## src/joypad_pkg.sv

```systemverilog
`default_nettype none

package joypad_pkg;

   // P1 register bus.
   typedef logic [15:0] ioreg_addr_t;   // cpu i/o address.
   typedef logic [7:0]  ioreg_data_t;   // cpu i/o data.

   // one bit per button, 1 = pressed.
   typedef logic [7:0]  buttons_t;

   localparam ioreg_addr_t P1_ADDR = 16'hFF00;   // joypad register.

   // bit positions inside buttons_t.
   localparam int BTN_START  = 7;
   localparam int BTN_SELECT = 6;
   localparam int BTN_B      = 5;
   localparam int BTN_A      = 4;
   localparam int BTN_DOWN   = 3;
   localparam int BTN_UP     = 2;
   localparam int BTN_LEFT   = 1;
   localparam int BTN_RIGHT  = 0;

   // serial scan timing, all counts in ticks except SCAN_HALF.
   localparam int SCAN_HALF   = 4;    // clocks per tick.
   localparam int SCAN_GAP    = 16;   // idle ticks between scans.
   localparam int PAD_BITS    = 8;    // bits per scan.
   localparam int LATCH_TICKS = 2;    // latch high time.

   // counter widths derived from the timing above.
   localparam int TICK_W = $clog2(SCAN_HALF);
   localparam int STEP_W = $clog2(SCAN_GAP);
   localparam int BIT_W  = $clog2(PAD_BITS);

   // scanner FSM.
   typedef enum logic [1:0] {
      scan_idle  = 2'd0,   // gap between scans.
      scan_latch = 2'd1,   // latch high.
      scan_low   = 2'd2,   // pulse low, sample at end.
      scan_high  = 2'd3    // pulse high, pad shifts.
   } scan_state_t;

endpackage

`default_nettype wire

```

## src/joypad_p1_reg.sv

```systemverilog
`timescale 1ns/1ps
`default_nettype none

// P1 joypad register with group select and press interrupt.
module joypad_p1_reg (
   input  wire logic                     I_CLK,
   input  wire logic                     I_RESET,
   input  wire joypad_pkg::ioreg_addr_t  ioreg_addr,
   input  wire joypad_pkg::ioreg_data_t  ioreg_wdata,
   input  wire logic                     ioreg_we_n,
   input  wire logic                     ioreg_re_n,
   output joypad_pkg::ioreg_data_t       ioreg_rdata,
   output logic                          pad_latch,
   output logic                          pad_pulse,
   input  wire logic                     pad_data,
   output logic                          joypad_irq
);

   joypad_pkg::buttons_t  buttons;      // latest snapshot.
   logic                  scan_done;
   logic [1:0]            select_reg;   // p1 bits 5:4.
   logic                  wr_hit;
   logic                  rd_hit;
   logic [3:0]            action_grp;
   logic [3:0]            dir_grp;
   logic [3:0]            grp_sel;
   joypad_pkg::ioreg_data_t read_val;
   logic                  any_pressed;
   logic                  any_pressed_q;

   pad_scanner i_pad_scanner (
      .I_CLK     (I_CLK),
      .I_RESET   (I_RESET),
      .pad_latch (pad_latch),
      .pad_pulse (pad_pulse),
      .pad_data  (pad_data),
      .buttons   (buttons),
      .scan_done (scan_done)
   );

   // address decode.
   assign wr_hit = ~ioreg_we_n && (ioreg_addr == joypad_pkg::P1_ADDR);
   assign rd_hit = ~ioreg_re_n && (ioreg_addr == joypad_pkg::P1_ADDR);

   always_ff @(posedge I_CLK) begin
      if (I_RESET) begin
         select_reg <= 2'b00;
      end else if (wr_hit) begin
         select_reg <= ioreg_wdata[5:4];
      end
   end

   // the two four-button groups.
   assign action_grp = {buttons[joypad_pkg::BTN_START], buttons[joypad_pkg::BTN_SELECT],
                        buttons[joypad_pkg::BTN_A],     buttons[joypad_pkg::BTN_B]};
   assign dir_grp    = {buttons[joypad_pkg::BTN_DOWN],  buttons[joypad_pkg::BTN_UP],
                        buttons[joypad_pkg::BTN_LEFT],  buttons[joypad_pkg::BTN_RIGHT]};

   // select bit 1 wins over bit 0.
   always_comb begin
      if (select_reg[1]) begin
         grp_sel = action_grp;
      end else if (select_reg[0]) begin
         grp_sel = dir_grp;
      end else begin
         grp_sel = 4'b0000;
      end
   end

   assign read_val    = {4'b0000, grp_sel};
   assign ioreg_rdata = rd_hit ? read_val : '0;   // zero when not addressed.

   assign any_pressed = |buttons;

   // one-cycle pulse when the snapshot goes from none to some pressed.
   always_ff @(posedge I_CLK) begin
      if (I_RESET) begin
         any_pressed_q <= 1'b0;
         joypad_irq    <= 1'b0;
      end else begin
         joypad_irq <= scan_done && any_pressed && ~any_pressed_q;
         if (scan_done) begin
            any_pressed_q <= any_pressed;   // follows each new snapshot.
         end
      end
   end

endmodule

`default_nettype wire

```

## src/joypad_top.sv

```systemverilog
`timescale 1ns/1ps
`default_nettype none

// Joypad subsystem top level.
module joypad_top (
   input  wire logic                     I_CLK,
   input  wire logic                     I_RESET,

   // cpu i/o register bus.
   input  wire joypad_pkg::ioreg_addr_t  ioreg_addr,
   input  wire joypad_pkg::ioreg_data_t  ioreg_wdata,
   input  wire logic                     ioreg_we_n,
   input  wire logic                     ioreg_re_n,
   output joypad_pkg::ioreg_data_t       ioreg_rdata,

   // serial pad link.
   output logic                          pad_latch,
   output logic                          pad_pulse,
   input  wire logic                     pad_data,     // active low.

   // to cpu interrupt controller.
   output logic                          joypad_irq
);

   joypad_p1_reg i_joypad_p1_reg (
      .I_CLK       (I_CLK),
      .I_RESET     (I_RESET),
      .ioreg_addr  (ioreg_addr),
      .ioreg_wdata (ioreg_wdata),
      .ioreg_we_n  (ioreg_we_n),
      .ioreg_re_n  (ioreg_re_n),
      .ioreg_rdata (ioreg_rdata),
      .pad_latch   (pad_latch),
      .pad_pulse   (pad_pulse),
      .pad_data    (pad_data),
      .joypad_irq  (joypad_irq)
   );

endmodule

`default_nettype wire

```

## src/pad_scanner.sv

```systemverilog
`timescale 1ns/1ps
`default_nettype none

// Continuously scans an 8-button serial pad and keeps the last result
// in a snapshot register.
module pad_scanner (
   input  wire logic                I_CLK,
   input  wire logic                I_RESET,
   output logic                     pad_latch,
   output logic                     pad_pulse,
   input  wire logic                pad_data,
   output joypad_pkg::buttons_t     buttons,
   output logic                     scan_done
);

   logic [joypad_pkg::TICK_W-1:0] tick_cnt;   // clocks within a tick.
   logic                          tick;       // last clock of a tick.
   logic [joypad_pkg::STEP_W-1:0] step_cnt;   // ticks within idle or latch.
   logic [joypad_pkg::BIT_W-1:0]  bit_cnt;    // serial bit index.
   joypad_pkg::scan_state_t       state;
   logic [joypad_pkg::PAD_BITS-1:0] shift_reg;  // first bit ends in msb.
   logic                          scan_end;
   joypad_pkg::buttons_t          scan_buttons;
   logic                          gap_last;
   logic                          latch_last;
   logic                          bit_last;

   assign tick = (tick_cnt == joypad_pkg::TICK_W'(joypad_pkg::SCAN_HALF - 1));

   assign gap_last   = (step_cnt == joypad_pkg::STEP_W'(joypad_pkg::SCAN_GAP - 1));
   assign latch_last = (step_cnt == joypad_pkg::STEP_W'(joypad_pkg::LATCH_TICKS - 1));
   assign bit_last   = (bit_cnt == joypad_pkg::BIT_W'(joypad_pkg::PAD_BITS - 1));

   // end of the last high tick.
   assign scan_end = tick && (state == joypad_pkg::scan_high) && bit_last;

   // tick prescaler.
   always_ff @(posedge I_CLK) begin
      if (I_RESET) begin
         tick_cnt <= '0;
      end else if (tick) begin
         tick_cnt <= '0;
      end else begin
         tick_cnt <= tick_cnt + 1'b1;
      end
   end

   // scan FSM, advances only on ticks.
   always_ff @(posedge I_CLK) begin
      if (I_RESET) begin
         state    <= joypad_pkg::scan_idle;
         step_cnt <= joypad_pkg::STEP_W'(joypad_pkg::SCAN_GAP - 1);  // short first gap.
         bit_cnt  <= '0;
      end else if (tick) begin
         case (state)
            joypad_pkg::scan_idle: begin
               if (gap_last) begin
                  state    <= joypad_pkg::scan_latch;
                  step_cnt <= '0;
               end else begin
                  step_cnt <= step_cnt + 1'b1;
               end
            end
            joypad_pkg::scan_latch: begin
               if (latch_last) begin
                  state   <= joypad_pkg::scan_low;
                  bit_cnt <= '0;
               end else begin
                  step_cnt <= step_cnt + 1'b1;
               end
            end
            joypad_pkg::scan_low: begin
               state <= joypad_pkg::scan_high;
            end
            joypad_pkg::scan_high: begin
               if (bit_last) begin
                  state    <= joypad_pkg::scan_idle;
                  step_cnt <= '0;
               end else begin
                  state   <= joypad_pkg::scan_low;
                  bit_cnt <= bit_cnt + 1'b1;
               end
            end
            default: begin
               state <= joypad_pkg::scan_idle;
            end
         endcase
      end
   end

   // pad drive straight from the state register.
   assign pad_latch = (state == joypad_pkg::scan_latch);
   assign pad_pulse = (state == joypad_pkg::scan_high);

   // sample at the end of each low tick, data is active low.
   always_ff @(posedge I_CLK) begin
      if (tick && (state == joypad_pkg::scan_low)) begin
         shift_reg <= {shift_reg[joypad_pkg::PAD_BITS-2:0], ~pad_data};
      end
   end

   // serial order is a, b, select, start, up, down, left, right.
   assign scan_buttons[joypad_pkg::BTN_A]      = shift_reg[7];
   assign scan_buttons[joypad_pkg::BTN_B]      = shift_reg[6];
   assign scan_buttons[joypad_pkg::BTN_SELECT] = shift_reg[5];
   assign scan_buttons[joypad_pkg::BTN_START]  = shift_reg[4];
   assign scan_buttons[joypad_pkg::BTN_UP]     = shift_reg[3];
   assign scan_buttons[joypad_pkg::BTN_DOWN]   = shift_reg[2];
   assign scan_buttons[joypad_pkg::BTN_LEFT]   = shift_reg[1];
   assign scan_buttons[joypad_pkg::BTN_RIGHT]  = shift_reg[0];

   // snapshot and done strobe update together.
   always_ff @(posedge I_CLK) begin
      if (I_RESET) begin
         buttons   <= '0;
         scan_done <= 1'b0;
      end else begin
         scan_done <= scan_end;
         if (scan_end) begin
            buttons <= scan_buttons;
         end
      end
   end

endmodule

`default_nettype wire

```

## config.mk

```make
export PLATFORM = sky130hd
export DESIGN_NAME = joypad_top
export DESIGN_NICKNAME = d
export VERILOG_FILES = /design/src/joypad_pkg.sv /design/src/joypad_p1_reg.sv /design/src/joypad_top.sv /design/src/pad_scanner.sv
export SDC_FILE = /design/constraint.sdc
export NUM_CORES = 1
export LEC_CHECK = 0
export ABC_AREA = 0
export BUFFER_PORTS_ARGS = -buffer_cell sky130_fd_sc_hd__buf_2
export CORE_UTILIZATION = 45
export DETAILED_ROUTE_END_ITERATION = 16
export PLACE_DENSITY = 0.77
export SETUP_SLACK_MARGIN = 0.1
export SLEW_MARGIN = 5
export SYNTH_ARGS = -nofsm -noshare
export SYNTH_HDL_FRONTEND = slang
export SYNTH_HIERARCHICAL = 1
export SYNTH_SLANG_ARGS = --single-unit
```

## constraint.sdc

```tcl
create_clock -name I_CLK -period 2.9 [get_ports I_CLK]
set_clock_uncertainty 0.1 [all_clocks]
set_input_delay 0.29 -clock I_CLK [delete_from_list [all_inputs] [get_ports I_CLK]]
set_output_delay 0.29 -clock I_CLK [all_outputs]
set_load 0.05 [all_outputs]
```

==> impl_metrics.env, run 1 <==
export IMPL_fin_area_mm2=0.001702
export IMPL_vias=1256
export IMPL_root_buffer="clkbuf_4"
export IMPL_cts_max_level=2
export IMPL_powerDensity_mw_per_mm2=516.6
export IMPL_top_usage_layer="met2"
export IMPL_syn_inst=154
export IMPL_numPortBuffers=29
export IMPL_ys_flop_type="dfxtp_1"
export IMPL_p_leak_nw=0.7027
export IMPL_timing_fmax_ghz=0.5231
export IMPL_place_hpwl_mm=2.197
export IMPL_yosys_area_top_type="dfxtp_1"
export IMPL_grt_util_all_layers=0.1836
export IMPL_num_antenna_cells=0
export IMPL_worstSkewPairLatency_ps=320
export IMPL_outcome="finished clean"
export IMPL_met1_usage=0.2058
export IMPL_final_cells=228
export IMPL_synth_distinct_cells=42
export IMPL_synth_most_common_cell="dfxtp_1"
export IMPL_antenna_left=0
export IMPL_crit_fanout=4
export IMPL_start_kind="input port"
export IMPL_drt_iter0_markers=108
export IMPL_ys_ff_latch=32
export IMPL_numCtsBuffers=5
export IMPL_grt_pass1_wl_mm=4.850
export IMPL_worstPathArrival_ps=1520
export IMPL_num_rows=20
export IMPL_dieArea_mm2=0.003522
export IMPL_maxCapViolations=0
export IMPL_cp_end_kind="output port"
export IMPL_grt_overflow_total=0
export IMPL_antenna_found_initial=0
export IMPL_synth_area_mm2=0.001480
export IMPL_finalSetupViolCount=0
export IMPL_gp_congestion=0.7984
export IMPL_fin_crit_ps=1912
export IMPL_ys_warn_count=6
export IMPL_ys_top_cells_by_area="dfxtp_1, edfxtp_1, nand2_1"
export IMPL_dpl_cell_area_mm2=0.001625
export IMPL_worstHoldPathType="input port to flip-flop"
export IMPL_grt_max_degree=24
export IMPL_cts_tree="yes"
export IMPL_synthTopCellsByCount="dfxtp_1, nand2_1, a21oi_1"
export IMPL_maxSlewViolCount=0
export IMPL_grt_pass1_vias=1163
export IMPL_crit_required_ps=2510
export IMPL_worstSetupPathType="input port to output port"
export IMPL_start_util=0.4809
export IMPL_post_cts_setup_buffers=0
export IMPL_fin_util=0.5528
export IMPL_grt_setup_unrepaired="false"
export IMPL_dp_cells=220
export IMPL_cts_resized=0
export IMPL_yosysTopAreaCellShare=0.3246
export IMPL_use_met2=0.3274
export IMPL_vdd_ir_drop_max_mv=0.3403
export IMPL_fin_tns_setup_ps=0
export IMPL_drt_pass1_iter_count=4
export IMPL_die_h_um=59.35
export IMPL_synth_seq_area_share=0.4869
export IMPL_syn_avg_cell_area_um2=9.611
export IMPL_hold_viol=0
export IMPL_drt_vias_per_instance=5.509
export IMPL_drcViolationCount=0
export IMPL_path_clk_slew_ps=90
export IMPL_hold_buffers=0
export IMPL_cts_sinks=32
export IMPL_wl_per_cell_um=13.33
export IMPL_core_area_mm2=0.003078
export IMPL_met3_usage=0.04803
export IMPL_finalPower_mw=0.8790
export IMPL_fin_nets=217
export IMPL_die_w_um=59.35
export IMPL_fin_crit_sh=0.6592
export IMPL_num_io_pins=40
export IMPL_clockBufferDepth=2
export IMPL_synth_edf_count=8
export IMPL_async_flop_share=0
export IMPL_routed_wl_mm=3.040
export IMPL_layout_drive_gt1_share=0.2174
export IMPL_areaGrowthSynthToFinish_pct=14.96
## worst max-delay path, stage by stage
cell	delay, ps
buf_2	110
nor4b_2	320
and4_1	290
nand2b_1	120
nor2_1	120
buf_2	270
## layout make-up
class | instances | area, µm²
fillers | 294 | 1376
repair buffers | 30 | 152.6
well taps | 44 | 55.05
flip-flops and latches | 32 | 720.7
clock inverters | 2 | 35.03
multi-input cells | 106 | 666.9
inverters | 8 | 30.03
clock buffers | 6 | 41.29
## through the flow
step                      setup slack [ps]  hold WS (ps)
after floorplan                      924.7         259.1
after global placement                1084         303.1
after detailed placement             974.2         314.4
after CTS                            976.7         100.5
after global routing                 910.6         110.4
final                                988.3         105.0
## placed cells by master, fill, tap and decap left out, types with 4 or more instances in the layout
| cell type | synthesis | routed |
|---|---|---|
| nor2_1 | 8 | 8 |
| clkbuf_4 | 0 | 5 |
| conb_1 | 1 | 4 |
| buf_2 | 2 | 29 |
| edfxtp_1 | 8 | 8 |
| nand2_1 | 20 | 20 |
| dfxtp_1 | 24 | 24 |
| nand4_1 | 4 | 4 |
| a21oi_1 | 13 | 13 |
| a22oi_1 | 6 | 6 |
| ha_1 | 5 | 5 |
| nand3_1 | 4 | 4 |
| inv_1 | 8 | 8 |
| nor2b_1 | 4 | 4 |
## cells by family (layout without fill, tap and decap cells)
kind of cell,after synthesis,in the layout,synth area share
mux,1,1,0.006763
fa+ha+maj,5,5,0.04227
other cells,1,4,0.002533
simple gates,63,63,0.2443
compound gates,33,33,0.1471
buf+inv,19,46,0.07016
flops,32,32,0.4869
## where the power goes
group	total [mW]	switching [mW]	internal, mW
Combinational	0.0789	0.0463	0.0326
Sequential	0.474	0.0110	0.463
Clock	0.326	0.145	0.181
## path summary, 6_finish.rpt
path | from | endpoint | slack (ps) | cells past startpoint
setup / recovery | ioreg_addr[2] | ioreg_rdata[1] | 990 | 6
hold / removal | pad_data | i_joypad_p1_reg/i_pad_scanner/shift_reg[0]$_DFFE_PP_ | 110 | 2
setup reg to reg | i_joypad_p1_reg/i_pad_scanner/bit_cnt[1]$_SDFFE_PP0P_ | i_joypad_p1_reg/i_pad_scanner/step_cnt[1]$_SDFFE_PP1P_ | 1090 | 5
hold reg to reg | i_joypad_p1_reg/any_pressed_q$_SDFFE_PP0P_ | i_joypad_p1_reg/joypad_irq$_SDFF_PP0_ | 320 | 1
## layer usage
metal | share of wire | vias up
met2 | 0.52 | 35
met3 | 0.038 | 9
met1 | 0.42 | 600
li1 | - | 612
met5 | 0 | -
met4 | 0.015 | 0
No activity file was read; power rests on OpenSTA's default activity.
==> run 2, diff against run 1 <==
- PLACE_DENSITY: 0.77 -> 0.8
- clock period: 2.9 -> 1.7 ns (I/O delays scaled with it)
==> run 2 against run 1 <==
  * Flip-flop and latch count unchanged
  * Register-to-register slack worse by 950 ps
  * Hold slack worse by 77 ps
  * First-iteration DRC count down 41%
  * Sequential share of layout area down 3.5 points
  * Sequential power up 70%
  * Via count up 2.1%
  * Combinational power up 84%
  * Global-route usage up 0.54 points
  * Largest cell class is now multi-input gates
==> impl_metrics.env, run 2 (synthesized netlist as in run 1, its figures left out) <==
export IMPL_drt_iter0_markers=64
export IMPL_final_cell_mix="buf_2, nand2_1, dfxtp_1"
export IMPL_hold_viol=0
export IMPL_fin_crit_sh=0.9149
export IMPL_rr_endpoint="i_joypad_p1_reg/i_pad_scanner/bit_cnt[1]$_SDFFE_PP0P_"
export IMPL_start_kind="flip-flop"
export IMPL_routed_wl_mm=3.141
export IMPL_cp_end_kind="flip-flop"
export IMPL_grt_pass1_wl_mm=4.905
export IMPL_worstSkewPairLatency_ps=330
export IMPL_fin_nets=224
export IMPL_crit_required_ps=1840
export IMPL_die_h_um=59.35
export IMPL_drcViolationCount=0
export IMPL_num_rows=20
export IMPL_crit_fanout=4
export IMPL_outcome="finished clean"
export IMPL_num_io_pins=40
export IMPL_worstPathArrival_ps=1690
export IMPL_grt_setup_unrepaired="true"
export IMPL_worstHoldPathType="input port to flip-flop"
export IMPL_r2r_setup_slack_ps=140
export IMPL_powerDensity_mw_per_mm2=791.4
export IMPL_drt_pass1_iter_count=4
export IMPL_grt_pass1_vias=1195
export IMPL_path_clk_slew_ps=100
export IMPL_grt_max_degree=24
export IMPL_reg2reg_from="i_joypad_p1_reg/i_pad_scanner/step_cnt[1]$_SDFFE_PP1P_"
export IMPL_root_buffer="clkbuf_4"
export IMPL_cts_sinks=32
export IMPL_rr_worst_depth=6
export IMPL_worst_slack_ps=144.7
export IMPL_maxCapViolations=0
export IMPL_fin_util=0.6159
export IMPL_startpoint="i_joypad_p1_reg/i_pad_scanner/step_cnt[1]$_SDFFE_PP1P_"
export IMPL_numCtsBuffers=5
export IMPL_drt_vias_per_instance=5.455
export IMPL_start_util=0.4809
export IMPL_num_antenna_cells=0
export IMPL_dp_slack_ps=55.40
export IMPL_layout_drive_gt1_share=0.3560
export IMPL_dieArea_mm2=0.003522
export IMPL_areaGrowthSynthToFinish_pct=28.06
export IMPL_gp_congestion=0.8198
export IMPL_antenna_left=0
export IMPL_finalSetupViolCount=0
export IMPL_vias=1282
export IMPL_antenna_found_initial=0
export IMPL_vdd_ir_drop_max_mv=0.4406
export IMPL_clockBufferDepth=2
export IMPL_final_common_cell="buf_2"
export IMPL_finalPower_mw=1.500
export IMPL_fin_tns_setup_ps=0
export IMPL_timing_fmax_ghz=0.6430
export IMPL_wl_per_cell_um=13.37
export IMPL_cts_max_level=2
export IMPL_cp_endpoint="i_joypad_p1_reg/i_pad_scanner/bit_cnt[1]$_SDFFE_PP0P_"
export IMPL_hold_ws_ps=27.54
export IMPL_cts_tree="yes"
export IMPL_grt_overflow_total=0
export IMPL_min_from="ioreg_wdata[4]"
export IMPL_grt_util_all_layers=0.1890
export IMPL_numPortBuffers=29
export IMPL_die_w_um=59.35
export IMPL_p_leak_nw=0.7509
export IMPL_fin_crit_ps=1555
export IMPL_place_hpwl_mm=2.193
export IMPL_worstSetupPathType="flip-flop to flip-flop"
export IMPL_core_area_mm2=0.003078
export IMPL_maxSlewViolCount=0
==> run 2: changes by cell type in the layout (fill, tap and decap cells not counted), sizes merged <==
cell and delta:
buf +4, dlygate4sd3 +2, clkinv +1
==> run 2: report_power, final <==
group | total, mW | switching (mW) | leakage (nW) | internal [mW]
combinational | 0.145 | 0.0819 | 0.441 | 0.0633
clock | 0.549 | 0.249 | 0.0403 | 0.300
sequential | 0.806 | 0.0187 | 0.269 | 0.787
==> run 2: cell type report <==
type / count / area [µm²]
fill: 280 / 1182
multi-input combinational: 106 / 762.0
sequential: 32 / 735.7
timing repair buffer: 37 / 237.7
tap: 44 / 55.05
clock buffer: 5 / 37.54
clock inverter: 3 / 37.54
inverter: 8 / 30.03
==> run 2: how the worst min path moves through the flow <==
stage	end	cells after the start
floorplan	i_joypad_p1_reg/select_reg[0]$_SDFFE_PP0P_	1
global placement	i_joypad_p1_reg/joypad_irq$_SDFF_PP0_	1
detailed placement	i_joypad_p1_reg/i_pad_scanner/shift_reg[0]$_DFFE_PP_	2
CTS	i_joypad_p1_reg/select_reg[0]$_SDFFE_PP0P_	3
global route	i_joypad_p1_reg/select_reg[0]$_SDFFE_PP0P_	3
finish	i_joypad_p1_reg/select_reg[0]$_SDFFE_PP0P_	3
==> run 2: worst max-delay path, cell delays in order, from the launching register on <==
cell	delay [ps]
dfxtp_2	350
inv_1	60
ha_1	190
nor3b_2	170
buf_4	150
o211a_4	250
o32ai_2	190
==> run 2: per-stage QoR <==
stage	std cells	cell area, µm²
2_1_floorplan	157	1499
3_3_place_gp	223	1655
3_5_place_dp	223	1655
4_1_cts	233	1773
5_1_grt	235	1896
6_report	235	1896
==> run 2: repair_timing <==
action | 4_1_cts | 5_1_grt
endpoints found under the setup margin | 9 | 20
hold buffers | 2 | 0
endpoints found under the hold margin | 2 | 0
resized for setup | 9 | 27
buffers inserted | 0 | 2
pin swaps | 0 | 3
==> run 2: metal layers <==
layer / GRT usage / part of all wire / up-vias
met5: 0 / 0 / -
met4: 0.07823 / 0.013 / 0
met3: 0.06769 / 0.039 / 6
met2: 0.3483 / 0.54 / 30
met1: 0.1901 / 0.41 / 620
li1: - / - / 626
==> run 3, diff against run 2 <==
- CORE_MARGIN: unset -> 2
==> run 3 against run 2 <==
  * First-iteration DRC count is 16% lower
  * Sequential power barely moved
  * Routed wire length increased by 6.3%
  * Flip-flop and latch count stayed put
  * Design area grew 1.8%
  * Worst setup slack worse by 33 ps
  * Clock power increased by 5.5%
  * Die area up 6.9%
  * Register-to-register slack about the same
  * Global-route usage is 0.38 points higher
  * Count of clock-buffer cells in the layout unchanged
==> impl_metrics.env, run 3 (synthesized netlist as in run 1, its figures left out) <==
export IMPL_outcome="finished clean"
export IMPL_dieArea_mm2=0.003764
export IMPL_antenna_left=0
export IMPL_vdd_ir_drop_max_mv=0.4770
export IMPL_fin_area_mm2=0.001931
export IMPL_num_antenna_cells=0
export IMPL_maxSlewViolCount=0
export IMPL_grt_overflow_total=0
export IMPL_hold_ws_ps=40.11
export IMPL_gp_congestion=0.8065
export IMPL_start_kind="input port"
export IMPL_num_rows=20
export IMPL_die_w_um=61.35
export IMPL_p_switching_mw=0.3744
export IMPL_hold_viol=0
export IMPL_fin_crit_ps=1589
export IMPL_final_cells=242
export IMPL_cts_tree="yes"
export IMPL_r2r_setup_slack_ps=150
export IMPL_die_h_um=61.35
export IMPL_worstSkewPairLatency_ps=340
export IMPL_grt_util_all_layers=0.1928
export IMPL_crit_fanout=4
export IMPL_path_clk_slew_ps=100
export IMPL_areaGrowthSynthToFinish_pct=30.43
export IMPL_layout_drive_gt1_share=0.3434
export IMPL_cp_end_kind="output port"
export IMPL_core_area_mm2=0.003103
export IMPL_finalPower_mw=1.537
export IMPL_startpoint="ioreg_addr[2]"
export IMPL_num_io_pins=40
export IMPL_clockBufferDepth=2
export IMPL_worstHoldPathType="input port to flip-flop"
export IMPL_grt_pass1_wl_mm=5.140
export IMPL_pwr_share_clk=0.377
export IMPL_root_buffer="clkbuf_4"
export IMPL_fin_crit_sh=0.9345
export IMPL_drt_iter0_markers=54
export IMPL_dpl_cell_area_mm2=0.001678
export IMPL_dp_slack_ps=-15.55
export IMPL_worstPathArrival_ps=1320
export IMPL_routed_wl_mm=3.338
export IMPL_grt_max_degree=24
export IMPL_place_hpwl_mm=2.278
export IMPL_p_leak_nw=0.7765
export IMPL_drcViolationCount=0
export IMPL_antenna_found_initial=0
export IMPL_drt_vias_per_instance=5.277
export IMPL_seq_power_share=0.525
export IMPL_numCtsBuffers=5
export IMPL_p_int_mw=1.162
export IMPL_start_util=0.4770
export IMPL_final_cell_mix="buf_2, nand2_1, dfxtp_1"
export IMPL_powerDensity_mw_per_mm2=795.9
export IMPL_reg2reg_from="i_joypad_p1_reg/i_pad_scanner/step_cnt[1]$_SDFFE_PP1P_"
export IMPL_fin_util=0.6222
export IMPL_cts_max_level=2
export IMPL_grt_setup_unrepaired="true"
export IMPL_swShare=0.2436
export IMPL_drt_pass1_iter_count=4
export IMPL_dp_cells=226
export IMPL_grt_pass1_vias=1265
export IMPL_finalSetupViolCount=0
export IMPL_fin_nets=231
export IMPL_wl_per_cell_um=13.79
export IMPL_final_common_cell="buf_2"
export IMPL_crit_required_ps=1430
export IMPL_worstSetupPathType="input port to output port"
export IMPL_timing_fmax_ghz=0.6295
export IMPL_numPortBuffers=29
export IMPL_cts_sinks=32
export IMPL_worst_slack_ps=111.4
export IMPL_vias=1277
export IMPL_min_from="ioreg_we_n"
export IMPL_maxCapViolations=0
export IMPL_fin_tns_setup_ps=0
export IMPL_power_frac_comb=0.098
==> run 3: changes by cell type in the layout (fill, tap and decap cells not counted), sizes merged <==
| cell | change |
|---|---|
| buf | +7 |
| clkbuf | -1 |
| clkinv | -1 |
| clkinvlp | +1 |
| dlygate4sd3 | +1 |
==> run 3: worst max-delay path: stages <==
cell and delay [ps]:
buf_2 110, nor4b_2 320, and4_1 260, nand2b_1 110
nor2_1 140, buf_4 210
==> run 3: repair_timing <==
item	in CTS	in global routing
setup endpoints to repair	18	18
setup buffers	2	3
endpoints found under the hold margin	3	0
pin swaps	2	3
hold buffers	3	0
gates resized for setup	12	18
==> run 3: power groups by stage <==
stage | logic [mW] | registers (mW) | clock network (mW)
6_report | 0.151 | 0.807 | 0.579
2_1_floorplan | 0.105 | 0.818 | 0
4_1_cts | 0.150 | 0.808 | 0.597
5_1_grt | 0.168 | 0.809 | 0.637
3_3_place_gp | 0.134 | 0.823 | 0
3_5_place_dp | 0.141 | 0.824 | 0
==> run 3: worst paths after layout <==
path | cells past startpoint | to
max | 6 | ioreg_rdata[3]
min | 4 | i_joypad_p1_reg/select_reg[1]$_SDFFE_PP0P_
max reg2reg | 6 | i_joypad_p1_reg/i_pad_scanner/bit_cnt[2]$_SDFFE_PP0P_
min reg2reg | 1 | i_joypad_p1_reg/joypad_irq$_SDFF_PP0_
==> run 3: routing by layer <==
| metal | GRT usage | vias to the layer above | share of wire |
|---|---|---|---|
| li1 | - | 639 | - |
| met1 | 0.1897 | 583 | 0.40 |
| met2 | 0.3526 | 49 | 0.50 |
| met3 | 0.07143 | 6 | 0.070 |
| met4 | 0.09726 | 0 | 0.021 |
| met5 | 0 | - | 0 |
==> run 3: area by class of cell <==
cell class	instances	area, µm²
clock buffers	5	37.54
clock inverters	3	42.54
fillers	287	1172
inverters	8	30.03
multi-input cells	106	744.5
flip-flops and latches	32	732.0
well taps	44	55.05
repair buffers	44	289.0
